File: src/logic/scopePkg.sv
package scopePkg;

  // 640x480 raster, counts in pixel clocks
  localparam int hActive = 640; // Visible pixels per line
  localparam int hFront  = 16;  // Front porch
  localparam int hSync   = 96;  // Sync pulse width
  localparam int hBack   = 48;  // Back porch
  localparam int hTotal  = hActive + hFront + hSync + hBack; // 800 clocks per line

  localparam int vActive = 480; // Visible lines
  localparam int vFront  = 10;
  localparam int vSync   = 2;
  localparam int vBack   = 33;
  localparam int vTotal  = vActive + vFront + vSync + vBack; // 525 lines per frame

  localparam int colWidth = 4;   // Screen pixels per stored column
  localparam int numCols  = 160; // hActive / colWidth
  localparam int axisRow  = 240; // Zero amplitude line, mid screen

  typedef logic [9:0] xCoord_t; // Covers 0..799
  typedef logic [9:0] yCoord_t; // Covers 0..524
  typedef logic [7:0] colIdx_t; // Covers x / colWidth over the whole line

  typedef struct packed {
    logic [7:0] r;
    logic [7:0] g;
    logic [7:0] b;
  } rgb_t;

  localparam rgb_t colLeft  = '{r: 8'h00, g: 8'hFF, b: 8'h00}; // Green
  localparam rgb_t colRight = '{r: 8'hFF, g: 8'h00, b: 8'h00}; // Red
  localparam rgb_t colBoth  = '{r: 8'hFF, g: 8'hFF, b: 8'h00}; // Yellow, traces coincide
  localparam rgb_t colAxis  = '{r: 8'h40, g: 8'h40, b: 8'h40}; // Dim grey
  localparam rgb_t colBlack = '0;

  // One audio word, seen as amplitude or as screen row plus fraction
  typedef union packed {
    logic signed [15:0] amp; // Raw codec sample
    struct packed {
      logic signed [8:0] row;  // Upper bits, row offset above the axis
      logic [6:0]        frac; // Dropped by the display
    } pos;
  } sample_u;

  typedef struct packed {
    logic showLeft;  // Bit 2
    logic showRight; // Bit 1
    logic showAxis;  // Bit 0
  } mode_t;

endpackage
File: src/logic/rasterIf.sv
`timescale 1ns/100ps

interface rasterIf import scopePkg::*; ();

  xCoord_t x;      // Current column
  yCoord_t y;      // Current row
  logic    active; // Inside 640x480 window
  logic    hs;     // Horizontal sync, active low
  logic    vs;     // Vertical sync, active low

  modport gen (
    output x,
    output y,
    output active,
    output hs,
    output vs
  );

  // Shader side, read only
  modport user (
    input x,
    input y,
    input active,
    input hs,
    input vs
  );

endinterface

File: src/logic/waveShader.sv
`timescale 1ns/100ps

module waveShader import scopePkg::*; (
  input  logic    clk,
  input  logic    rstN,
  rasterIf.user   raster,
  input  mode_t   mode,      // Trace and axis enables
  output colIdx_t rdCol,     // Buffer column for current x
  input  sample_u rdLeft,    // Arrives one cycle after rdCol
  input  sample_u rdRight,
  output rgb_t    pixel,
  output logic    vgaHs,
  output logic    vgaVs,
  output logic    vgaBlankN
);

  // Stage 1, alongside the buffer read
  yCoord_t yD1;
  logic    activeD1;
  logic    hsD1;
  logic    vsD1;

  logic signed [10:0] rowLeft;  // Screen row of left trace
  logic signed [10:0] rowRight; // Screen row of right trace
  logic signed [10:0] rowY;     // Current row, widened for signed compare
  logic               hitLeft;
  logic               hitRight;
  logic               onAxis;
  rgb_t               colour;

  assign rdCol = colIdx_t'(raster.x / colWidth); // 4 pixels share one column

  always_ff @(posedge clk) begin
    if (!rstN) begin
      activeD1 <= 1'b0;
      hsD1     <= 1'b1;
      vsD1     <= 1'b1;
    end else begin
      activeD1 <= raster.active;
      hsD1     <= raster.hs;
      vsD1     <= raster.vs;
    end
  end

  always_ff @(posedge clk) begin
    yD1 <= raster.y; // Payload, follows the read
  end

  // Positive amplitude draws above the axis
  assign rowLeft  = 11'(axisRow) - 11'(signed'(rdLeft.pos.row));
  assign rowRight = 11'(axisRow) - 11'(signed'(rdRight.pos.row));
  assign rowY     = signed'({1'b0, yD1});

  assign hitLeft  = mode.showLeft && (rowY == rowLeft);   // Off screen rows never match
  assign hitRight = mode.showRight && (rowY == rowRight);
  assign onAxis   = mode.showAxis && (yD1 == yCoord_t'(axisRow));

  // Colour priority, traces over axis
  always_comb begin
    if (!activeD1) begin
      colour = colBlack; // Blanking
    end else if (hitLeft && hitRight) begin
      colour = colBoth;
    end else if (hitLeft) begin
      colour = colLeft;
    end else if (hitRight) begin
      colour = colRight;
    end else if (onAxis) begin
      colour = colAxis;
    end else begin
      colour = colBlack;
    end
  end

  // Stage 2, colour register with matching sync delay
  always_ff @(posedge clk) begin
    if (!rstN) begin
      pixel     <= colBlack;
      vgaHs     <= 1'b1;
      vgaVs     <= 1'b1;
      vgaBlankN <= 1'b0;
    end else begin
      pixel     <= colour;
      vgaHs     <= hsD1;
      vgaVs     <= vsD1;
      vgaBlankN <= activeD1;
    end
  end

endmodule

File: src/flat_wrapper.sv
// flat-port wrapper written by rule: the top's interface ports become plain ports
module waveShader_flat import scopePkg::*;
  (clk, rstN, mode, rdCol, rdLeft, rdRight, pixel, vgaHs, vgaVs, vgaBlankN, raster_x, raster_y, raster_active, raster_hs, raster_vs);
  rasterIf raster_i ();
  input  logic clk;
  input  logic rstN;
  input  mode_t mode;
  output colIdx_t rdCol;
  input  sample_u rdLeft;
  input  sample_u rdRight;
  output rgb_t pixel;
  output logic vgaHs;
  output logic vgaVs;
  output logic vgaBlankN;
  input wire logic [$bits(raster_i.x)-1:0] raster_x;
  input wire logic [$bits(raster_i.y)-1:0] raster_y;
  input wire logic [$bits(raster_i.active)-1:0] raster_active;
  input wire logic [$bits(raster_i.hs)-1:0] raster_hs;
  input wire logic [$bits(raster_i.vs)-1:0] raster_vs;
  assign raster_i.x = raster_x;
  assign raster_i.y = raster_y;
  assign raster_i.active = raster_active;
  assign raster_i.hs = raster_hs;
  assign raster_i.vs = raster_vs;
  waveShader u_core (.clk(clk), .rstN(rstN), .raster(raster_i), .mode(mode), .rdCol(rdCol), .rdLeft(rdLeft), .rdRight(rdRight), .pixel(pixel), .vgaHs(vgaHs), .vgaVs(vgaVs), .vgaBlankN(vgaBlankN));
endmodule
File: config.mk
export PLATFORM = sky130hd
export DESIGN_NAME = waveShader_flat
export DESIGN_NICKNAME = d
export VERILOG_FILES = /design/src/logic/scopePkg.sv /design/src/logic/rasterIf.sv /design/src/logic/waveShader.sv /design/src/flat_wrapper.sv
export SDC_FILE = /design/constraint.sdc
export NUM_CORES = 1
export LEC_CHECK = 0
export BUFFER_PORTS_ARGS = -buffer_cell sky130_fd_sc_hd__buf_2
export CAP_MARGIN = 20
export CORE_ASPECT_RATIO = 0.75
export CORE_MARGIN = 8
export CORE_UTILIZATION = 45
export DETAILED_ROUTE_END_ITERATION = 7
export PLACE_DENSITY = 0.82
export SETUP_SLACK_MARGIN = 0.02
export SLEW_MARGIN = 20
export SYNTH_ARGS = -nofsm -noshare
export SYNTH_HDL_FRONTEND = slang
export SYNTH_SLANG_ARGS = --single-unit
File: constraint.sdc
create_clock -name clk -period 4.98 [get_ports clk]
set_input_delay 0.747 -clock clk [delete_from_list [all_inputs] [get_ports clk]]
set_output_delay 0.747 -clock clk [all_outputs]
set_load 0.01 [all_outputs]
**Word-level counts from Yosys, hierarchy flattened**

Index checks and enable logic that the tools add are counted.

- Bits in registers: 40
- Input bits: 60
- Output and inout port bits: 35
- Logic and storage cells: 27

- Add/subtract/negate cells: 2
- Equality and inequality tests: 3
- Multiplexer cells: 4
- Bitwise gates (word level): 2
- Reductions and logical operators: 6

Operators by type and width:

| kind | count |
|---|---|
| $mux W24 | 3 |
| $mux W23 | 1 |
| $eq A11 B11 Y1 | 2 |
| $sub A9 B9 Y10 const A | 2 |
| $eq A10 B8 Y1 const B | 1 |
| $reduce_or A5 Y1 | 1 |
| $logic_and A1 B1 Y1 | 4 |
| $not A1 Y1 | 2 |
| $reduce_and A2 Y1 | 1 |

**Depth between registers and ports, before layout**

Gate-level depths: netlist of the first run.

- Depth after elaboration: 6
- Mapped depth: 9
- Gate-level depth less buffers: 8

**Least setup slack after synthesis of the first run**

OpenSTA, ideal clock, no wires.

- Path kind: input -> register
- Start point: input rdRight[7] (netlist name)
- End point: register u_core.pixel[21] (netlist name)
- Data arrival time: 2.453 ns
- Data required time: 4.921 ns
- Path slack: 2.468 ns
- Cell stages on the path: 9
- Path buffers: 1
- Path through: inv_1 -> ha_1 -> or3b_1 -> clkbuf_1 -> a221oi_2 -> a31oi_1 -> o22a_1 -> nor4_4 -> and2_1

- Word-level cells in the longest chain between the ends: 6
- Elaborated cells on any way between the ends: 7

RTL lines:

| element | RTL line | source |
|---|---|---|
| start: declaration | flat_wrapper.sv:10 | `input sample_u rdRight;` |
| $sub A9 B9 Y10 * | waveShader.sv:51 | `assign rowRight = 11'(axisRow) - 11'(signed'(rdRight.pos.row));` |
| $eq A11 B11 Y1 * | waveShader.sv:55 | `assign hitRight = mode.showRight && (rowY == rowRight);` |
| $logic_and A1 B1 Y1 * | waveShader.sv:55 |  |
| $mux W24 | waveShader.sv:66 | `end else if (hitRight) begin` |
| $mux W24 | waveShader.sv:64 | `end else if (hitLeft) begin` |
| $mux W24 * | waveShader.sv:62 | `end else if (hitLeft && hitRight) begin` |

Mark *: on every way between the ends. The rest lies on a longest branch, timed or not.
A chain may end at the register's enable or synchronous reset.

**Worst setup path after layout of the first run**

- Start point: input rdRight[7] (netlist name)
- End point: register u_core.pixel[21] (netlist name)

- Word-level cells in the longest chain between the ends: 6
- Elaborated cells on any way between the ends: 7

RTL lines:

| element | RTL line |
|---|---|
| $sub A9 B9 Y10 * | waveShader.sv:51 |
| $eq A11 B11 Y1 * | waveShader.sv:55 |
| $logic_and A1 B1 Y1 * | waveShader.sv:55 |
| $mux W24 | waveShader.sv:66 |
| $mux W24 | waveShader.sv:64 |
| $mux W24 * | waveShader.sv:62 |

Marks and branches as above.

==> summary.txt, run 1 <==
Placed design
  – Port-buffer cells: 55
  – Post-DP HPWL: 2.67 mm
  – GP Congestion: 0.816
  – Area post-placement: 0.00155 mm²

Drt
  – Vias post-DR: 1168
  – Routed len/inst: 13.9 µm
  – Vias per cell: 5.01
  – DRC violations left: 0
  – Final antenna-violating net count: 0
  – DRT Pass-1 Iters: 4
  – Post-Route WL: 3.25 mm
  – Initial drt markers: 75

Setup path
  – WP buf/inv: 2
  – CP max FO: 7
  – Critical Path End Type: flop
  – Worst r2r dst: u_core.pixel[21]
  – Crit path cell chain: buf_2 -> inv_1 -> ha_1 -> or3b_1 -> a221oi_2 -> a31oi_1 -> o22a_1 -> nor4_4 -> and2_1
  – R2r setup slk: 3.07 ns
  – CP max-delay cell: or3b_1
  – Critical Path Source Type: primary input
  – CP Class: primary input to flop
  – Worst EP required: 5.20 ns
  – Slowest Stage Delay on Critical Path: 0.51 ns
  – Arrival time at the worst endpoint: 2.78 ns
  – Register-to-Register Path Depth: 6
  – Worst path top cell family by delay: simple AND/OR/NAND/NOR gates
  – Worst reg2reg startpoint: u_core.yD1[8]

STA
  – Worst-margin pin slew: 0.513 ns
  – RSZ-0062 raised after global routing: false
  – FMAX: 390 MHz
  – Max Clock Skew: 0.00525 ns
  – Setup violations, final: 0
  – Setup TNS: 0 ns
  – Final period util: 51.5%
  – Normalized max-slew margin: 64.9%
  – Min cycle time layout: 2.56 ns
  – Hold Violations, Final: 0
  – Final slew viol count: 0

Pwr
  – Pwr Density: 232 mW/mm²
  – Total Power: 0.372 mW
  – VDD IR max: 0.148 mV
  – P_leak: 0.734 nW

GRT
  – First-pass GRT wire length: 5.14 mm
  – Vias in the first global route: 1145
  – Initial antenna violation count: 0
  – Overflow after GRT: 0
  – Largest net degree at the start of global routing: 14
  – GRT Total Usage: 12.3%

Synth
  – Synth cell types: 46
  – Number of flops mapped to enable cells by yosys: 0
  – Yosys warns: 0
  – Post-synthesis mux area share: 0.706%
  – Adder-Cell Fraction of Synth Area: 1.77%
  – Synth Instances: 159
  – Main synth FF type: dfxtp_1
  – Sequential cell area fraction in the yosys report: 29.7%
  – FF+latch count, synth: 21
  – Mapped cell area: 0.00142 mm²
  – Synth Area in Simple Gates: 24.2%
  – Largest family of logic cells by synthesized area: simple AND/OR/NAND/NOR gates
  – Avg Cell Area, Syn: 8.92 µm²
  – Post-synth ARST share: 0%
  – Compound-cell area share of the yosys netlist: 14.4%
  – XOR/XNOR share of the synthesized area: 12.4%

Cells and area
  – Layout cells sized above 1: 33.8%
  – Area growth syn-to-layout: 13.0%
  – Sequential cell area: 420 µm²
  – Area of the multi-input gates: 783 µm²
  – # diodes: 0
  – Nets: 258
  – Fill cells: 295
  – Fin area: 0.00160 mm²

Clocking
  – Clk Latency, worst-skew pair: 0.27 ns
  – Setup bufs post-CTS: 0
  – CTS sink cnt: 21
  – Cts repair resizes: 0
  – Reg clk slew, reported paths: 0.08 ns
  – CTS Buf Count: 3
  – Cts hold-fix bufs: 0
  – CTS max path bufs: 2
  – CTS tree: built
  – Root Driver: clkbuf_8
  – Depth of the CTS H-tree: 1

Hold path
  – Hold crit path type: flop to flop
  – Hold Crit Depth: 1
  – Hold wc startpoint: u_core.hsD1
  – Worst Hold Path EP: u_core.vgaHs

Floorplan
  – Die span in x: 80.8 µm
  – Die Ht: 64.6 µm
  – Core Region: 0.00298 mm²
  – Core Rows: 17
  – Die area: 0.00522 mm²
  – # IOs: 95
  – Initial Util: 47.6%

Status
  – Status: finished, final reports clean

Run
  – Max Cap Violations: 0
[layout by cell type, fill, tap and decap left out, types with 4 or more instances in the layout]
cell,netlist,final
xnor2_1,12,12
nand3_1,4,4
buf_2,0,55
nor3_1,4,4
xor2_1,8,8
conb_1,1,7
inv_1,7,7
nand4_1,4,4
nor4b_1,5,5
nor2b_1,7,7
o21ai_0,8,8
dfxtp_1,21,21
nand2b_1,7,7
[worst reg2reg max path, delay by kind of cell (launching register included)]
family / cells / cell delay, ns
simple gates: 3 / 0.81
flops: 1 / 0.45
xor+xnor: 1 / 0.38
compound gates: 2 / 0.22
[cell usage after synthesis, drive strengths merged, types with 2 or more instances]
library cell | number | area share (%)
nand4 | 4 | 1.8
ha | 2 | 1.8
o31ai | 2 | 1.1
nor4b | 5 | 3.1
nor2b | 7 | 3.1
xor2 | 8 | 4.9
nor2 | 2 | 0.53
a31oi | 3 | 1.3
inv | 7 | 1.9
a21o | 2 | 1.1
dfxtp | 21 | 30
nand2 | 3 | 0.79
or3b | 2 | 1.2
and2 | 3 | 1.3
clkbuf | 2 | 0.53
buf | 27 | 14
xnor2 | 12 | 7.4
nor3 | 4 | 1.4
nor4 | 2 | 1.9
and3 | 2 | 0.88
nand3 | 4 | 1.4
nand2b | 7 | 3.1
o21ai | 8 | 2.8
[sequential cells by signal (all words and copies together) (netlist names)]
signal,count
u_core.vsD1,1
u_core.hsD1,1
u_core.pixel,5
u_core.yD1,10
u_core.activeD1,1
u_core.vgaHs,1
u_core.vgaVs,1
u_core.vgaBlankN,1
[cells by family (layout without fill, tap and decap cells)]
family / after synthesis / after routing
xor+xnor: 20 / 20
fa+ha+maj: 2 / 2
mux: 1 / 1
flops: 21 / 21
buf+inv: 36 / 66
simple gates: 51 / 51
compound gates: 27 / 27
other cells: 1 / 7
[where the power goes]
| part | switching, mW | internal, mW |
|---|---|---|
| clock network | 0.0613 | 0.0567 |
| registers | 0.00685 | 0.174 |
| logic | 0.0371 | 0.0358 |
| total | 0.105 | 0.267 |
[area by class of cell]
class,instances,area share [%]
multi-input combinational,108,48.9
sequential,21,26.2
timing repair buffer,55,17.2
tap,38,2.97
clock buffer,3,2.58
inverter,7,1.64
clock inverter,1,0.469
[how the worst max path moves through the flow]
stage,start,endpoint,slack (ns),cells past startpoint
6_report,rdRight[7],u_core.pixel[21],2.42,9
4_1_cts,rdRight[7],u_core.pixel[21],2.41,9
2_1_floorplan,rdRight[7],u_core.pixel[21],2.47,9
5_1_grt,rdRight[7],u_core.pixel[21],2.26,9
3_3_place_gp,rdRight[7],u_core.pixel[21],2.18,9
3_5_place_dp,rdRight[7],u_core.pixel[21],2.13,9
[metal layers]
| metal | vias up | track usage, % | wire length (µm) |
|---|---|---|---|
| met5 | - | 0 | 0 |
| met4 | 0 | 3.56 | 34 |
| met3 | 6 | 5.79 | 365 |
| met2 | 43 | 18.5 | 1430 |
| met1 | 520 | 15.3 | 1420 |
| li1 | 599 | - | - |
[through the flow]
stage                     hold slack, ns  cells  utilization [%]  setup slack, ns
final                              0.417    233             53.8             2.42
after global routing               0.434    233             53.8             2.26
after CTS                          0.424    233             53.8             2.41
after detailed placement           0.398    229             52.1             2.13
after global placement             0.388    229             52.1             2.18
after floorplan                    0.386    165                -             2.47
Power figures use the tool's default switching activity.
==> run 2, diff against run 1 <==
ABC_AREA = 1   (was unset)
CORE_UTILIZATION = 43   (was 45)
PLACE_DENSITY = 0.77   (was 0.82)
clock period = 2.4 ns   (was 4.98 ns; I/O delays follow)
==> summary.txt, run 2 <==
Placed design
  – Post-DP HPWL: 2.86 mm
  – Port-buffer cells: 55
  – GP Congestion: 0.852

Drt
  – Vias per cell: 4.24
  – Initial drt markers: 45
  – Final antenna-violating net count: 0
  – Routed len/inst: 10.1 µm
  – DRT Pass-1 Iters: 4
  – Post-Route WL: 3.30 mm
  – Vias post-DR: 1390
  – DRC violations left: 0

Clocking
  – Cts hold-fix bufs: 0
  – Reg clk slew, reported paths: 0.08 ns
  – CTS sink cnt: 21
  – CTS Buf Count: 3
  – Cts repair resizes: 0
  – CTS tree: built
  – Setup bufs post-CTS: 0
  – Clk Latency, worst-skew pair: 0.26 ns
  – Depth of the CTS H-tree: 1
  – Root Driver: clkbuf_8
  – CTS max path bufs: 2

Run
  – Max Cap Violations: 0

Setup path
  – Critical Path Source Type: primary input
  – Crit path cell chain: buf_2 -> inv_1 -> ha_1 -> inv_1 -> nand2_1 -> nand2_1 -> nand2_1 -> nand2_1 -> nor2_1 -> nand4_1 -> nor2_4 -> nand2_1 -> nand2_1 -> nand2_1
  – Critical Path End Type: flop
  – Slowest Stage Delay on Critical Path: 0.26 ns
  – Arrival time at the worst endpoint: 1.63 ns
  – Most common cell on crit path: nand2_1
  – Worst reg2reg startpoint: u_core.yD1[6]
  – Worst Setup SP: rdRight[7]
  – R2r setup slk: 1.03 ns
  – CP Class: primary input to flop
  – CP max FO: 5
  – CP max-delay cell: ha_1
  – Worst EP required: 2.56 ns

GRT
  – Largest net degree at the start of global routing: 13
  – Vias in the first global route: 1253
  – GRT Total Usage: 11.0%
  – Overflow after GRT: 0
  – Initial antenna violation count: 0
  – First-pass GRT wire length: 5.26 mm

Hold path
  – Hold wc startpoint: raster_y[2]
  – Hold crit path type: primary input to flop

Pwr
  – Sw Pwr: 0.232 mW
  – P_leak: 1.10 nW
  – Pint: 0.547 mW
  – Clock share of power: 30.1%
  – Reg power frac: 47.9%
  – VDD IR max: 0.233 mV
  – Pwr Density: 445 mW/mm²
  – Combinational share of power: 22.1%
  – Switching power share of the total: 29.8%

STA
  – Final period util: 61.6%
  – RSZ-0062 raised after global routing: false
  – Setup TNS: 0 ns
  – Final slew viol count: 0
  – Setup violations, final: 0
  – Max Clock Skew: 0.00678 ns
  – FMAX: 676 MHz
  – Min cycle time layout: 1.48 ns
  – Hold slack: 0.194 ns
  – Hold Violations, Final: 0

Cells and area
  – Largest regs: u_core.yD1 (10), u_core.pixel (5)
  – Layout cells sized above 1: 25.5%
  – Largest register FFs: 10
  – Area growth syn-to-layout: 11.7%
  – Area of the multi-input gates: 779 µm²
  – Largest Register: u_core.yD1
  – Sequential cell area: 420 µm²
  – # diodes: 0
  – Most common cell after layout, fill and taps aside: nand2_1
  – Most frequent cells in the layout: nand2_1, buf_2, inv_1
  – Fill cells: 387
  – Nets: 349

Synth
  – Top-area cell type share of the netlist area: 26.8%
  – Dominant cells by area after synthesis: dfxtp_1, nand2_1, buf_4
  – Sequential cell area fraction in the yosys report: 26.8%
  – Yosys warns: 0
  – Main synth FF type: dfxtp_1
  – Synth cell types: 23
  – Yosys top cell by area: dfxtp_1
  – Most common cell in the netlist: nand2_1
  – Mapped cell area: 0.00157 mm²
  – Synth Instances: 249
  – Most frequent cells after synthesis: nand2_1, inv_1, buf_4
  – Avg Cell Area, Syn: 6.30 µm²
  – FF+latch count, synth: 21
  – Number of flops mapped to enable cells by yosys: 0
  – Post-synth ARST share: 0%

Floorplan
  – # IOs: 95
  – Core Rows: 19
  – Core Region: 0.00357 mm²
  – Die area: 0.00585 mm²
  – Initial Util: 44.0%
  – Die Ht: 68.3 µm
  – Die span in x: 85.7 µm

Status
  – Status: finished, final reports clean
==> run 2: logic make-up (layout without fill, tap and decap cells) <==
logic type	Yosys count	in the layout	synth area share (%)
xor gates and xnor gates	8	8	4.47
AOI/OAI and AO/OA	4	4	1.28
other	1	7	0.239
DFF	21	21	26.8
adders and majority gates	2	2	1.60
buffers and inverters	75	106	24.9
and+or+nand+nor	138	138	40.7
==> run 2: final cells by class <==
type	instances	share of cell area (%)
timing repair buffer	55	15.7
clock buffer	3	2.36
sequential	21	24.0
inverter	47	10.1
multi-input combinational	159	44.5
tap	42	3.00
clock inverter	1	0.286
==> run 2: routing by layer <==
metal	up-vias	routed length, µm	global-route usage (%)
li1	784	-	-
met1	563	1690	14.2
met2	41	1320	17.3
met3	2	273	3.60
met4	0	13	3.26
met5	-	0	0
==> run 2: metrics by stage <==
step	utilization (%)	area, µm²	cells	worst slack, ns	power [mW]
global placement	47.8	1700	324	0.655	0.548
CTS	49.1	1750	328	0.917	0.783
detailed placement	47.8	1700	324	0.649	0.552
floorplan	-	1590	255	0.886	0.518
finish	49.1	1750	328	0.922	0.779
global route	49.1	1750	328	0.698	0.831
==> run 2: path summary, 6_finish.rpt <==
check	endpoint	cells past startpoint
min reg2reg	u_core.vgaHs	2
min	u_core.yD1[2]	1
max reg2reg	u_core.pixel[22]	8
max	u_core.pixel[14]	14
==> run 2: power by group through the flow <==
stage / registers, mW / clock network [mW] / logic (mW)
2_1_floorplan: 0.379 / 0 / 0.139
3_3_place_gp: 0.381 / 0 / 0.168
3_5_place_dp: 0.381 / 0 / 0.171
4_1_cts: 0.372 / 0.238 / 0.172
5_1_grt: 0.375 / 0.259 / 0.198
6_report: 0.373 / 0.234 / 0.172
==> run 2: critical path, delay by kind of cell <==
kind | cells | cell delay [ns]
buffers and inverters | 3 | 0.28
adder cells (fa/ha/maj) | 1 | 0.26
AND/OR/NAND/NOR | 10 | 0.75
