===== src/logic/scopePkg.sv =====
package scopePkg;

  // 640x480 raster, counts in pixel clocks
  localparam int hActive = 640; // Visible pixels per line
  localparam int hFront  = 16;  // Front porch
  localparam int hSync   = 96;  // Sync pulse width
  localparam int hBack   = 48;  // Back porch
  localparam int hTotal  = hActive + hFront + hSync + hBack; // 800 clocks per line

  localparam int vActive = 480; // Visible lines
  localparam int vFront  = 10;
  localparam int vSync   = 2;
  localparam int vBack   = 33;
  localparam int vTotal  = vActive + vFront + vSync + vBack; // 525 lines per frame

  localparam int colWidth = 4;   // Screen pixels per stored column
  localparam int numCols  = 160; // hActive / colWidth
  localparam int axisRow  = 240; // Zero amplitude line, mid screen

  typedef logic [9:0] xCoord_t; // Covers 0..799
  typedef logic [9:0] yCoord_t; // Covers 0..524
  typedef logic [7:0] colIdx_t; // Covers x / colWidth over the whole line

  typedef struct packed {
    logic [7:0] r;
    logic [7:0] g;
    logic [7:0] b;
  } rgb_t;

  localparam rgb_t colLeft  = '{r: 8'h00, g: 8'hFF, b: 8'h00}; // Green
  localparam rgb_t colRight = '{r: 8'hFF, g: 8'h00, b: 8'h00}; // Red
  localparam rgb_t colBoth  = '{r: 8'hFF, g: 8'hFF, b: 8'h00}; // Yellow, traces coincide
  localparam rgb_t colAxis  = '{r: 8'h40, g: 8'h40, b: 8'h40}; // Dim grey
  localparam rgb_t colBlack = '0;

  // One audio word, seen as amplitude or as screen row plus fraction
  typedef union packed {
    logic signed [15:0] amp; // Raw codec sample
    struct packed {
      logic signed [8:0] row;  // Upper bits, row offset above the axis
      logic [6:0]        frac; // Dropped by the display
    } pos;
  } sample_u;

  typedef struct packed {
    logic showLeft;  // Bit 2
    logic showRight; // Bit 1
    logic showAxis;  // Bit 0
  } mode_t;

endpackage

===== src/logic/rasterIf.sv =====
`timescale 1ns/100ps

interface rasterIf import scopePkg::*; ();

  xCoord_t x;      // Current column
  yCoord_t y;      // Current row
  logic    active; // Inside 640x480 window
  logic    hs;     // Horizontal sync, active low
  logic    vs;     // Vertical sync, active low

  modport gen (
    output x,
    output y,
    output active,
    output hs,
    output vs
  );

  // Shader side, read only
  modport user (
    input x,
    input y,
    input active,
    input hs,
    input vs
  );

endinterface


===== src/logic/vgaTiming.sv =====
`timescale 1ns/100ps

module vgaTiming import scopePkg::*; (
  input  logic   clk,
  input  logic   rstN,
  rasterIf.gen   raster
);

  xCoord_t hCnt;     // Pixel counter within line
  yCoord_t vCnt;     // Line counter within frame
  xCoord_t hNext;
  yCoord_t vNext;
  logic    hsNext;
  logic    vsNext;
  logic    activeNext;
  logic    hsReg;
  logic    vsReg;
  logic    activeReg;

  // Next raster position
  always_comb begin
    hNext = hCnt + 1'b1;
    vNext = vCnt;
    if (hCnt == xCoord_t'(hTotal - 1)) begin // End of line
      hNext = '0;
      if (vCnt == yCoord_t'(vTotal - 1)) begin // End of frame
        vNext = '0;
      end else begin
        vNext = vCnt + 1'b1;
      end
    end
  end

  // Levels decoded from the next position so they line up with the counters
  always_comb begin
    hsNext = !((hNext >= xCoord_t'(hActive + hFront)) &&
               (hNext <  xCoord_t'(hActive + hFront + hSync))); // Low in sync window
    vsNext = !((vNext >= yCoord_t'(vActive + vFront)) &&
               (vNext <  yCoord_t'(vActive + vFront + vSync)));
    activeNext = (hNext < xCoord_t'(hActive)) && (vNext < yCoord_t'(vActive));
  end

  always_ff @(posedge clk) begin
    if (!rstN) begin
      hCnt      <= '0;   // Park at top left
      vCnt      <= '0;
      hsReg     <= 1'b1; // Syncs idle high
      vsReg     <= 1'b1;
      activeReg <= 1'b1; // Position 0,0 is visible
    end else begin
      hCnt      <= hNext;
      vCnt      <= vNext;
      hsReg     <= hsNext;
      vsReg     <= vsNext;
      activeReg <= activeNext;
    end
  end

  assign raster.x      = hCnt;
  assign raster.y      = vCnt;
  assign raster.hs     = hsReg;
  assign raster.vs     = vsReg;
  assign raster.active = activeReg;

endmodule


===== src/flat_wrapper.sv =====
// flat-port wrapper written by rule: the top's interface ports become plain ports
module vgaTiming_flat import scopePkg::*;
  (clk, rstN, raster_x, raster_y, raster_active, raster_hs, raster_vs);
  rasterIf raster_i ();
  input  logic clk;
  input  logic rstN;
  output wire logic [$bits(raster_i.x)-1:0] raster_x;
  output wire logic [$bits(raster_i.y)-1:0] raster_y;
  output wire logic [$bits(raster_i.active)-1:0] raster_active;
  output wire logic [$bits(raster_i.hs)-1:0] raster_hs;
  output wire logic [$bits(raster_i.vs)-1:0] raster_vs;
  assign raster_x = raster_i.x;
  assign raster_y = raster_i.y;
  assign raster_active = raster_i.active;
  assign raster_hs = raster_i.hs;
  assign raster_vs = raster_i.vs;
  vgaTiming u_core (.clk(clk), .rstN(rstN), .raster(raster_i));
endmodule

===== config.mk =====
export PLATFORM = sky130hd
export DESIGN_NAME = vgaTiming_flat
export DESIGN_NICKNAME = d
export VERILOG_FILES = /design/src/logic/scopePkg.sv /design/src/logic/rasterIf.sv /design/src/logic/vgaTiming.sv /design/src/flat_wrapper.sv
export SDC_FILE = /design/constraint.sdc
export NUM_CORES = 1
export LEC_CHECK = 0
export BUFFER_PORTS_ARGS = -buffer_cell sky130_fd_sc_hd__buf_2
export CAP_MARGIN = 20
export CORE_UTILIZATION = 47
export CTS_BUF_LIST = sky130_fd_sc_hd__clkbuf_2 sky130_fd_sc_hd__clkbuf_4 sky130_fd_sc_hd__clkbuf_8
export DETAILED_ROUTE_END_ITERATION = 12
export PLACE_DENSITY = 0.71
export SETUP_SLACK_MARGIN = 0.4
export SYNTH_ARGS = -nofsm -noshare
export SYNTH_HDL_FRONTEND = slang
export SYNTH_SLANG_ARGS = --single-unit

===== constraint.sdc =====
create_clock -name clk -period 2.2 [get_ports clk]
set_input_delay 0.11 -clock clk [delete_from_list [all_inputs] [get_ports clk]]
set_output_delay 0.11 -clock clk [all_outputs]
set_load 0.01 [all_outputs]

# --- After elaboration in Yosys (flattened, before gate mapping) ---
# Cells that the tools add are included.
word_totals:
  register_bits: 23
  memories: 0
  ram_bits: 0
  elab_cells: 23
  inputBits: 2
  mem_bits_ro: 0
  latchBits: 0
op_classes:
  n_div: 0
  n_bitwise: 0
  n_shift: 0
  mux: 3
  addsub: 2
  n_lt_le_gt_ge: 6
  n_eq_ne: 2
  n_mul: 0
  reduce_logical: 5
op_table:
  columns: ["cell", "n"]
  rows:
  - ["$mux 10", 3]
  - ["$add 10x1->10 const B", 2]
  - ["$eq 10x10->1 const B", 2]
  - ["$lt 10x10->1 const B", 2]
  - ["$lt 10x9->1 const B", 2]
  - ["$ge 10x10->1 const B", 1]
  - ["$ge 10x9->1 const B", 1]
  - ["$logic_and 1x1->1", 3]
  - ["$logic_not 1->1", 2]

# --- Longest topological paths before layout ---
# Gate-level depths: netlist of the first run.
depth:
  word_depth: 6
  ltp_mapped: 8

# --- Worst setup path after synthesis of the first run ---
# Ideal clock, no wire load.
synth_timing:
  path_type: "register -> register"
  start: "register u_core.hCnt[5] (netlist: u_core.raster.x[5])"
  end: "register u_core.activeReg (netlist: u_core.raster.active)"
  required_ns: 2.084
  arrival_time_ns: 2.099
  stages_incl_launch_ff: 8
  setup_slack_ns: -0.015
  setup_time_ns: 0.116
  n_path_buf: 2
  synth_period_minus_slack_ns: 2.215
  cell_sequence: "dfxtp_1 buf_6 or4b_4 or4_4 buf_6 nor3_4 xnor2_1 o211a_1"
synth_between:
  elab_chain_len: 4
  elab_cells_between_ends: 7
  cone_classes: "1 x add/sub; 2 x order compare; 1 x eq/ne; 2 x mux; 1 x reduce/logical"
synth_rtl:
  columns: ["item", "line", "rtl"]
  rows:
  - ["start, declared", "vgaTiming.sv:9", "xCoord_t hCnt;"]
  - ["start signal, assigned", "vgaTiming.sv:51", "hCnt <= hNext;"]
  - ["$add 10x1->10 / $eq 10x10->1 (equally long branches)", "vgaTiming.sv:22, vgaTiming.sv:24", null]
  - ["$mux 10", "vgaTiming.sv:24", "if (hCnt == xCoord_t'(hTotal - 1)) begin"]
  - ["$lt 10x10->1 / $lt 10x9->1 (equally long branches)", "vgaTiming.sv:40", "activeNext = (hNext < xCoord_t'(hActive)) && (vNext < yCoord_t'(vActive));"]
  - ["$logic_and 1x1->1 (*)", "vgaTiming.sv:40", null]
  - ["end signal, assigned", "vgaTiming.sv:55", "activeReg <= activeNext;"]
  - ["end, declared", "vgaTiming.sv:18", "logic activeReg;"]
# Mark *: on every way between the ends. The rest lies on a longest branch, timed or not.
# A chain may end at the register's enable or synchronous reset.

# --- Worst setup path in the final report of the first run ---
layout_timing:
  start: "register u_core.hCnt[6] (netlist: u_core.raster.x[6])"
  end: "register u_core.activeReg (netlist: u_core.raster.active)"
# The elaborated chain is that of the path after synthesis.

==> reports/summary.txt, run 1 <==
status: finished clean
Setup violations, final: 0
CTS Buffer Depth: 2
Via-to-Cell Ratio: 5.82
Detailed Route WL: 3630 um
filler-free cell count of the finished design: 233
core area: 2730 um^2
Rel. slew slack: 0.778
leakage power total: 0.702 nW
RSZ-0062 raised after global routing: true
worst path cell trace: or4b_4, or4_4, nor3_4, xnor2_2, o211a_1
Top delay family on crit path: simple AND/OR/NAND/NOR gates
Synth area leader: dfxtp_1
layout cells sized above 1: 0.386
WHS Endpoint: u_core.raster.y[2]
GPL Wtd Cong: 0.943
Hold WC Path Type: in2reg
share of Yosys cell area claimed by the top area cell type: 0.342
I/O pins: 25
MaxCap Viol Count: 0
hold_buf cts: 0
initial DRC count: 77
Worst EP arrival: 2.22 ns
first-pass GRT wire length: 5730 um
Slowest cell on crit path: or4b_4
cell with the most instances after synthesis: dfxtp_1
Synth cell types: 43
H-tree levels: 1
placed cell area: 1560 um^2
post-route design area: 1740 um^2
Synth-to-Final Area Change: 29.3%
Startpoint Class: register
Die H: 55.5 um
DR DRC count: 0
Slew @ Worst Pin: 0.328 ns
Setup TNS Final: 0 ns
top cells by area, synth: dfxtp_1 34%, xnor2_1 5.8%, nor2_1 5.3%
Most used DFF post-synth: dfxtp_1
Post-synth EDFFs: 0
Hold Path Cell Cnt: 3
R2R cell count: 5
chip width: 55.5 um
Async SR Flop Fraction: 0
mux contribution to synthesized area: 0.00743
clock skew: 0.00562 ns
First-pass DRT Iterations: 7
post-synthesis cell area: 1350 um^2
Post-Route Utilization: 0.638
Slew Limit Fails: 0
CP peak stage delay: 0.54 ns
largest family of logic cells by synthesized area: simple AND/OR/NAND/NOR gates
row cnt: 19
CTS tree: yes
grt ovf: 0
initial core utilization: 0.493
routed vias: 1356
Cells after Synth: 164
FMAX: 0.501 GHz
Post-Syn Nets: 170
Worst Path Class, Setup: reg2reg
Avg Inst Size Synth: 8.22 um^2
clock sink count: 23
remaining antenna violation count: 0
clk slew on worst S/H paths: 0.14 ns
diode count: 0
I/O Buffers: 24
dpl cells: 221
Synth Area in Simple Gates: 0.335
Root Buffer Master: clkbuf_4
endpoints failing hold: 0
hpwl dp: 2440 um
overall power: 0.660 mW
Synth Area in Compound Gates: 0.124
FF-to-FF End: u_core.raster.active
r2r setup slk: 0.20 ns
pin count of the biggest net entering global routing: 14
HP Start: rstN
Setup crit end kind: register
worst r2r src: u_core.raster.x[6]
sequential fraction of the synthesis area: 0.342
gr usage total: 0.235
#FFs+latches synth: 23
worst skew pair latency: 0.32 ns
Synth top cells by count: 23 x dfxtp_1, 19 x nor2_1, 15 x nand2_1, 9 x xnor2_1, 8 x a21oi_1
critical path buffer and inverter count: 0
die area: 3090 um^2
fin nets: 209
CTS Buf Count: 3
Synth Area in XOR/XNOR: 0.0910
fill cell count: 241
number of global-route vias before repair: 1180
P per Cell Area: 378 nW/um^2
initial antenna violation count: 0
VDD IR max: 335 uV
Max FO, Critical Path: 6
yosys warns: 0
crit share post-route: 0.908
Synth Area in Adders: 0.0371
post-layout min period: 2.00 ns
drt wl/cell: 15.6 um
CP Data Required Time: 2.43 ns
-- where the power goes --
group          switching, mW  internal, mW  total (mW)
combinational         0.0190        0.0156      0.0346
clock                  0.136        0.0681       0.204
sequential           0.00713         0.413       0.421
-- sequential cells by signal, indices dropped and copies added (netlist names) --
signal                count
u_core.raster.active      1
u_core.raster.hs          1
u_core.raster.vs          1
u_core.raster.x          10
u_core.raster.y          10
-- area by class of cell --
type	instances	area (um^2)	area share
Inverter	6	22.5	0.0129
Tap cell	31	38.8	0.0223
Clock buffer	3	22.5	0.0129
Sequential cell	23	488	0.280
Multi-Input combinational cell	126	900	0.516
Timing Repair Buffer	43	267	0.153
Clock inverter	1	5.00	0.00287
-- worst min-delay path: stages --
cell and delay, ns:
buf_2 0.19, o21ai_0 0.10, a31oi_1 0.04
-- layout by cell type, fill, tap and decap left out, types with 2 or more instances in the layout --
cell type,count
o21ai_0,6
or4_4,3
and2_1,5
nand2b_1,2
nor2_2,4
nor2_1,15
nor3_1,4
a31oi_1,2
dfxtp_4,7
buf_4,18
clkbuf_4,3
dfxtp_1,15
inv_1,5
a21oi_1,8
buf_2,24
ha_1,2
and3_1,4
xnor2_1,8
xor2_1,5
o2111ai_1,2
nand4_1,7
nand2_1,14
nor2b_1,2
nand3_1,5
-- routing by layer --
metal / routed length (um) / vias up / GRT usage / share of wire
met5: 0 / - / 0 / 0
met2: 1640 / 59 / 0.341 / 0.45
met4: 44 / 0 / 0.0643 / 0.012
met3: 245 / 8 / 0.0328 / 0.068
li1: - / 666 / - / -
met1: 1700 / 623 / 0.360 / 0.47
-- cell families (layout without fill, tap and decap cells) --
group,after synthesis,after routing
buf+inv,15,53
simple gates,81,81
flops,23,23
xor+xnor,14,14
compound gates,26,26
fa+ha+maj,4,4
mux,1,1
-- timing repair --
action                     4_1_cts  5_1_grt
setup endpoints to repair       10       11
buffers inserted                 7        1
gates resized for setup         11       19
pin swaps                        3        4
-- worst max path at each step --
stage,start,endpoint,slack [ns],depth (start not counted)
detailed placement,u_core.raster.y[1],u_core.raster.active,0.14,6
floorplan,u_core.raster.x[6],u_core.raster.active,0.11,7
global placement,u_core.raster.x[8],u_core.raster.active,0.18,5
finish,u_core.raster.x[6],u_core.raster.active,0.20,5
CTS,u_core.raster.y[0],u_core.raster.active,0.18,6
global route,u_core.raster.y[0],u_core.raster.active,0.16,6
-- metrics by stage --
stage	hold slack [ns]	worst slack [ns]
after floorplan	0.277	0.110
after global placement	0.452	0.179
after detailed placement	0.472	0.141
after CTS	0.126	0.178
after global routing	0.149	0.162
final	0.154	0.202
Note: power is estimated with default switching activity, not from simulation.
==> inputs of run 2 (changes only) <==
--- a/config.mk
+++ b/config.mk
@@ -11,6 +11,7 @@
 export CTS_BUF_LIST = sky130_fd_sc_hd__clkbuf_2 sky130_fd_sc_hd__clkbuf_4 sky130_fd_sc_hd__clkbuf_8
 export DETAILED_ROUTE_END_ITERATION = 12
 export PLACE_DENSITY = 0.71
+export REMOVE_ABC_BUFFERS = 1
 export SETUP_SLACK_MARGIN = 0.4
 export SYNTH_ARGS = -nofsm -noshare
 export SYNTH_HDL_FRONTEND = slang
==> reports/summary.txt, run 2 (synthesis results as in run 1) <==
pin count of the biggest net entering global routing: 14 (unchanged)
endpoints failing hold: 0 (unchanged)
drt wl/cell: 15.6 um (+0.42%)
fill cell count: 218 (-9.5%)
gr usage total: 0.242 (+0.00741)
CTS Buf Count: 3 (unchanged)
CTS Buffer Depth: 2 (unchanged)
P per Cell Area: 379 nW/um^2 (+0.22%)
clk slew on worst S/H paths: 0.12 ns (-0.02 ns)
initial DRC count: 128 (+66%)
die area: 3090 um^2 (unchanged)
status: finished clean
worst skew pair latency: 0.30 ns (-0.02 ns)
multi-input combinational cell area: 888 um^2 (-1.3%)
Setup violations, final: 0 (unchanged)
most common cell after layout, fill and taps aside: buf_2
Worst Path Class, Setup: reg2reg
FMAX: 0.502 GHz (+0.27%)
crit share post-route: 0.906 (-0.00244)
initial core utilization: 0.493 (unchanged)
Max FO, Critical Path: 6 (unchanged)
first-pass GRT wire length: 5860 um (+2.3%)
post-layout min period: 1.99 ns (-0.00537 ns)
Rel. slew slack: 0.767 (-0.0109)
Detailed Route WL: 3690 um (+1.7%)
remaining antenna violation count: 0 (unchanged)
Setup crit end kind: register
dpl cells: 228 (+3.2%)
Hold Path Cell Cnt: 3 (unchanged)
Hold WC Path Type: in2reg
Setup TNS Final: 0 ns (unchanged)
Slew Limit Fails: 0 (unchanged)
row cnt: 19 (unchanged)
clock skew: 0.00474 ns (-0.000883 ns)
Top delay family on crit path: simple AND/OR/NAND/NOR gates
critical path buffer and inverter count: 0 (unchanged)
CTS tree: yes
MaxCap Viol Count: 0 (unchanged)
First-pass DRT Iterations: 4 (-3)
FF-to-FF End: u_core.raster.active
CP Data Required Time: 2.46 ns (+0.03 ns)
hpwl dp: 2600 um (+6.7%)
H-tree levels: 1 (unchanged)
RSZ-0062 raised after global routing: true
diode count: 0 (unchanged)
Worst EP arrival: 2.25 ns (+0.03 ns)
Reg area: 472 um^2 (-3.3%)
routed vias: 1411 (+4.1%)
HP Start: rstN
worst path cell trace: or4b_4, or4_4, o211ai_1, a211o_1, o211a_1
CP peak stage delay: 0.53 ns (about the same)
Slowest cell on crit path: or4b_4
Startpoint Class: register
chip width: 55.5 um (unchanged)
Die H: 55.5 um (unchanged)
number of global-route vias before repair: 1258 (+6.6%)
layout cells sized above 1: 0.380 (-0.00565)
I/O pins: 25 (unchanged)
GPL Wtd Cong: 0.941 (-0.22%)
Root Buffer Master: clkbuf_4
clock sink count: 23 (unchanged)
I/O Buffers: 24 (unchanged)
r2r setup slk: 0.21 ns (about the same)
most frequent cells in the layout: 24 x buf_2, 19 x nor2_1, 18 x buf_4
leakage power total: 0.724 nW (+3.2%)
Via-to-Cell Ratio: 5.98 (+2.7%)
WHS Endpoint: u_core.raster.y[2]
filler-free cell count of the finished design: 236 (+1.3%)
hold_buf cts: 0 (unchanged)
core area: 2730 um^2 (unchanged)
Post-Route Utilization: 0.644 (+0.00641)
initial antenna violation count: 0 (unchanged)
overall power: 0.668 mW (+1.2%)
worst r2r src: u_core.raster.x[7]
Slew @ Worst Pin: 0.347 ns (+0.0184 ns)
fin nets: 212 (+1.4%)
grt ovf: 0 (unchanged)
DR DRC count: 0 (unchanged)
R2R cell count: 5 (unchanged)
Synth-to-Final Area Change: 30.6%
VDD IR max: 267 uV (-20%)
run 2: cell count changes in the layout (fill, tap and decap cells not counted), sizes merged:
cell / change
buf: +3
clkinv: -1
clkbuf: +1
run 2: per-stage QoR:
step	cell area [um^2]	worst slack, ns	hold WS [ns]
floorplan	1280	-0.00554	0.232
detailed placement	1580	0.163	0.490
CTS	1670	0.252	0.165
global route	1760	0.174	0.160
global placement	1580	0.177	0.484
finish	1760	0.208	0.171
run 2: power by group:
group | switching, mW | internal, mW | leakage [nW]
logic | 0.0198 | 0.0164 | 0.516
registers | 0.00554 | 0.422 | 0.190
clock network | 0.121 | 0.0830 | 0.0184
run 2: worst max path at each step:
stage,cells past startpoint,to,from,slack [ns]
after floorplan,6,u_core.raster.active,u_core.raster.y[0],-0.006
after global placement,5,u_core.raster.vs,u_core.raster.x[5],0.18
after detailed placement,5,u_core.raster.vs,u_core.raster.x[5],0.16
after CTS,5,u_core.raster.active,u_core.raster.x[7],0.25
after global routing,5,u_core.raster.active,u_core.raster.x[7],0.17
final,5,u_core.raster.active,u_core.raster.x[7],0.21
run 2: final cells by class:
class / instances / area share
multi-input combinational: 126 / 0.505
sequential: 23 / 0.268
timing repair buffer: 46 / 0.176
tap: 31 / 0.0220
clock buffer: 4 / 0.0171
inverter: 6 / 0.0128
run 2: repair_timing:
action / CTS / global route
buffers inserted: 1 / 3
cloned: 0 / 0
resized for setup: 17 / 13
pin swaps: 8 / 1
hold endpoints to repair: 0 / 0
endpoints found under the setup margin: 8 / 11
run 2: metal layers:
layer  up-vias  GRT usage  part of all wire
met5         -          0                 0
met2        60      0.370              0.46
met3         6     0.0539             0.068
met4         0     0.0714             0.016
li1        667          -                 -
met1       678      0.342              0.45
run 2: worst register-to-register path, delay by kind of cell (launching register included):
kind / cells / cell delay [ns]
AOI/OAI and AO/OA: 3 / 0.59
DFF: 1 / 0.34
and+or+nand+nor: 2 / 1.01
==> inputs of run 3 (changes only) <==
--- a/config.mk
+++ b/config.mk
@@ -7,10 +7,12 @@
 export LEC_CHECK = 0
 export BUFFER_PORTS_ARGS = -buffer_cell sky130_fd_sc_hd__buf_2
 export CAP_MARGIN = 20
-export CORE_UTILIZATION = 47
+export CELL_PAD_IN_SITES_DETAIL_PLACEMENT = 1
+export CELL_PAD_IN_SITES_GLOBAL_PLACEMENT = 1
+export CORE_UTILIZATION = 38
 export CTS_BUF_LIST = sky130_fd_sc_hd__clkbuf_2 sky130_fd_sc_hd__clkbuf_4 sky130_fd_sc_hd__clkbuf_8
 export DETAILED_ROUTE_END_ITERATION = 12
-export PLACE_DENSITY = 0.71
+export PLACE_DENSITY = 0.77
 export REMOVE_ABC_BUFFERS = 1
 export SETUP_SLACK_MARGIN = 0.4
 export SYNTH_ARGS = -nofsm -noshare
==> reports/summary.txt, run 3 (synthesis results as in run 1) <==
First-pass DRT Iterations: 4 (unchanged)
fin nets: 215 (+1.4%)
Startpoint Class: register
Int Pwr: 0.520 mW (-0.11%)
Max FO, Critical Path: 5 (-1)
Root Buffer Master: clkbuf_4
status: finished clean
post-layout min period: 2.02 ns (+0.0308 ns)
clk slew on worst S/H paths: 0.14 ns (+0.02 ns)
pin count of the biggest net entering global routing: 14 (unchanged)
first-pass GRT wire length: 5930 um (+1.3%)
gr usage total: 0.215 (-0.0266)
most frequent cells in the layout: 24 x buf_2, 21 x buf_4, 19 x dfxtp_1
P per Cell Area: 376 nW/um^2 (-0.79%)
CTS Buf Count: 3 (unchanged)
I/O Buffers: 24 (unchanged)
crit share post-route: 0.920 (+0.0140)
chip width: 61.6 um (+11%)
CTS tree: yes
leakage power total: 0.735 nW (+1.5%)
routed vias: 1366 (-3.2%)
Synth-to-Final Area Change: 35.7%
Worst Path Class, Setup: reg2reg
initial core utilization: 0.401 (-0.0922)
switching pwr: 0.168 mW (+14%)
placed cell area: 1630 um^2 (+3.1%)
combinational power share: 0.055 (about the same)
Setup WS post-layout: 0.177 ns (-0.0308 ns)
CTS Buffer Depth: 2 (unchanged)
overall power: 0.688 mW (+3.1%)
Die H: 61.6 um (+11%)
FF-to-FF End: u_core.raster.active
drt wl/cell: 15.9 um (+1.9%)
remaining antenna violation count: 0 (unchanged)
Slew Limit Fails: 0 (unchanged)
Rel. slew slack: 0.788 (+0.0209)
initial antenna violation count: 0 (unchanged)
Setup violations, final: 0 (unchanged)
Via-to-Cell Ratio: 5.38 (-10%)
worst skew pair latency: 0.33 ns (+0.03 ns)
VDD IR max: 196 uV (-27%)
Setup crit end kind: register
RSZ-0062 raised after global routing: true
Slowest cell on crit path: or4b_4
critical path buffer and inverter count: 0 (unchanged)
FMAX: 0.494 GHz (-1.5%)
row cnt: 21 (+2)
GPL Wtd Cong: 0.914 (-2.8%)
grt ovf: 0 (unchanged)
clock skew: 0.0100 ns (+0.00529 ns)
endpoints failing hold: 0 (unchanged)
core area: 3360 um^2 (+23%)
number of global-route vias before repair: 1293 (+2.8%)
Worst EP arrival: 2.31 ns (+0.06 ns)
Clk pwr share: 0.326 (+0.020)
worst path cell trace: or4b_4, or4_4, o211ai_1, a211o_1, o211a_1
pre-CTS setup slack: 0.0707 ns (-0.0920 ns)
filler-free cell count of the finished design: 254 (+7.6%)
Hold WC Path Type: in2reg
CP Data Required Time: 2.49 ns (+0.03 ns)
Top delay family on crit path: simple AND/OR/NAND/NOR gates
Levels on crit path: 5 (unchanged)
I/O pins: 25 (unchanged)
diode count: 0 (unchanged)
layout cells sized above 1: 0.385 (+0.00413)
Sw Ratio: 0.244 (+0.0242)
Slew @ Worst Pin: 0.316 ns (-0.0309 ns)
worst r2r src: u_core.raster.x[7]
Post-Route Utilization: 0.544 (-0.100)
CP peak stage delay: 0.54 ns (about the same)
die area: 3790 um^2 (+23%)
dpl cells: 247 (+8.3%)
DR DRC count: 0 (unchanged)
hpwl dp: 2910 um (+12%)
Worst setup startpoint: u_core.raster.x[7]
H-tree levels: 1 (unchanged)
MaxCap Viol Count: 0 (unchanged)
R2R cell count: 5 (unchanged)
Detailed Route WL: 4040 um (+9.7%)
post-route design area: 1830 um^2 (+3.9%)
Flop pwr share: 0.619 (-0.021)
initial DRC count: 47 (-63%)
worst setup path end: u_core.raster.active
most common cell after layout, fill and taps aside: buf_2
r2r setup slk: 0.18 ns (-0.03 ns)
clock sink count: 23 (unchanged)
-- run 3: area by class of cell --
cell class,instances,area (um^2)
Fill cell,436,1530
Tap cell,46,57.6
Timing Repair Buffer,49,323
Inverter,6,22.5
Clock buffer,4,30.0
Sequential cell,23,468
Multi-Input combinational cell,126,928
-- run 3: how the worst min path moves through the flow --
| stage | slack (ns) | endpoint | start | cells past startpoint |
|---|---|---|---|---|
| after detailed placement | 0.51 | raster_active | u_core.raster.active | 1 |
| after floorplan | 0.23 | u_core.raster.x[1] | rstN | 1 |
| after CTS | 0.17 | u_core.raster.y[0] | rstN | 2 |
| after global placement | 0.50 | u_core.raster.y[2] | rstN | 3 |
| final | 0.16 | u_core.raster.y[4] | rstN | 2 |
| after global routing | 0.15 | u_core.raster.y[4] | rstN | 2 |
-- run 3: through the flow --
step | setup TNS [ns] | hold slack [ns]
2_1_floorplan | -0.00554 | 0.232
3_3_place_gp | 0 | 0.497
3_5_place_dp | 0 | 0.505
4_1_cts | 0 | 0.165
5_1_grt | 0 | 0.148
6_report | 0 | 0.160
-- run 3: repair_timing --
item,CTS,global route
gates resized for setup,11,24
setup endpoints to repair,9,18
buffers inserted,2,1
hold buffers,0,0
pin swaps,8,8
-- run 3: power by group through the flow --
stage               clock network, mW  registers (mW)  logic [mW]
floorplan                           0           0.439     0.00984
global placement                    0           0.434      0.0332
detailed placement                  0           0.435      0.0352
CTS                             0.231           0.426      0.0369
global route                    0.250           0.427      0.0411
finish                          0.225           0.426      0.0377
-- run 3: routing by layer --
metal	global-route usage	wire length [um]	vias up
met5	0	0	-
met4	0.0603	51	0
met3	0.0315	87	6
met2	0.399	2120	23
met1	0.255	1780	663
li1	-	-	674
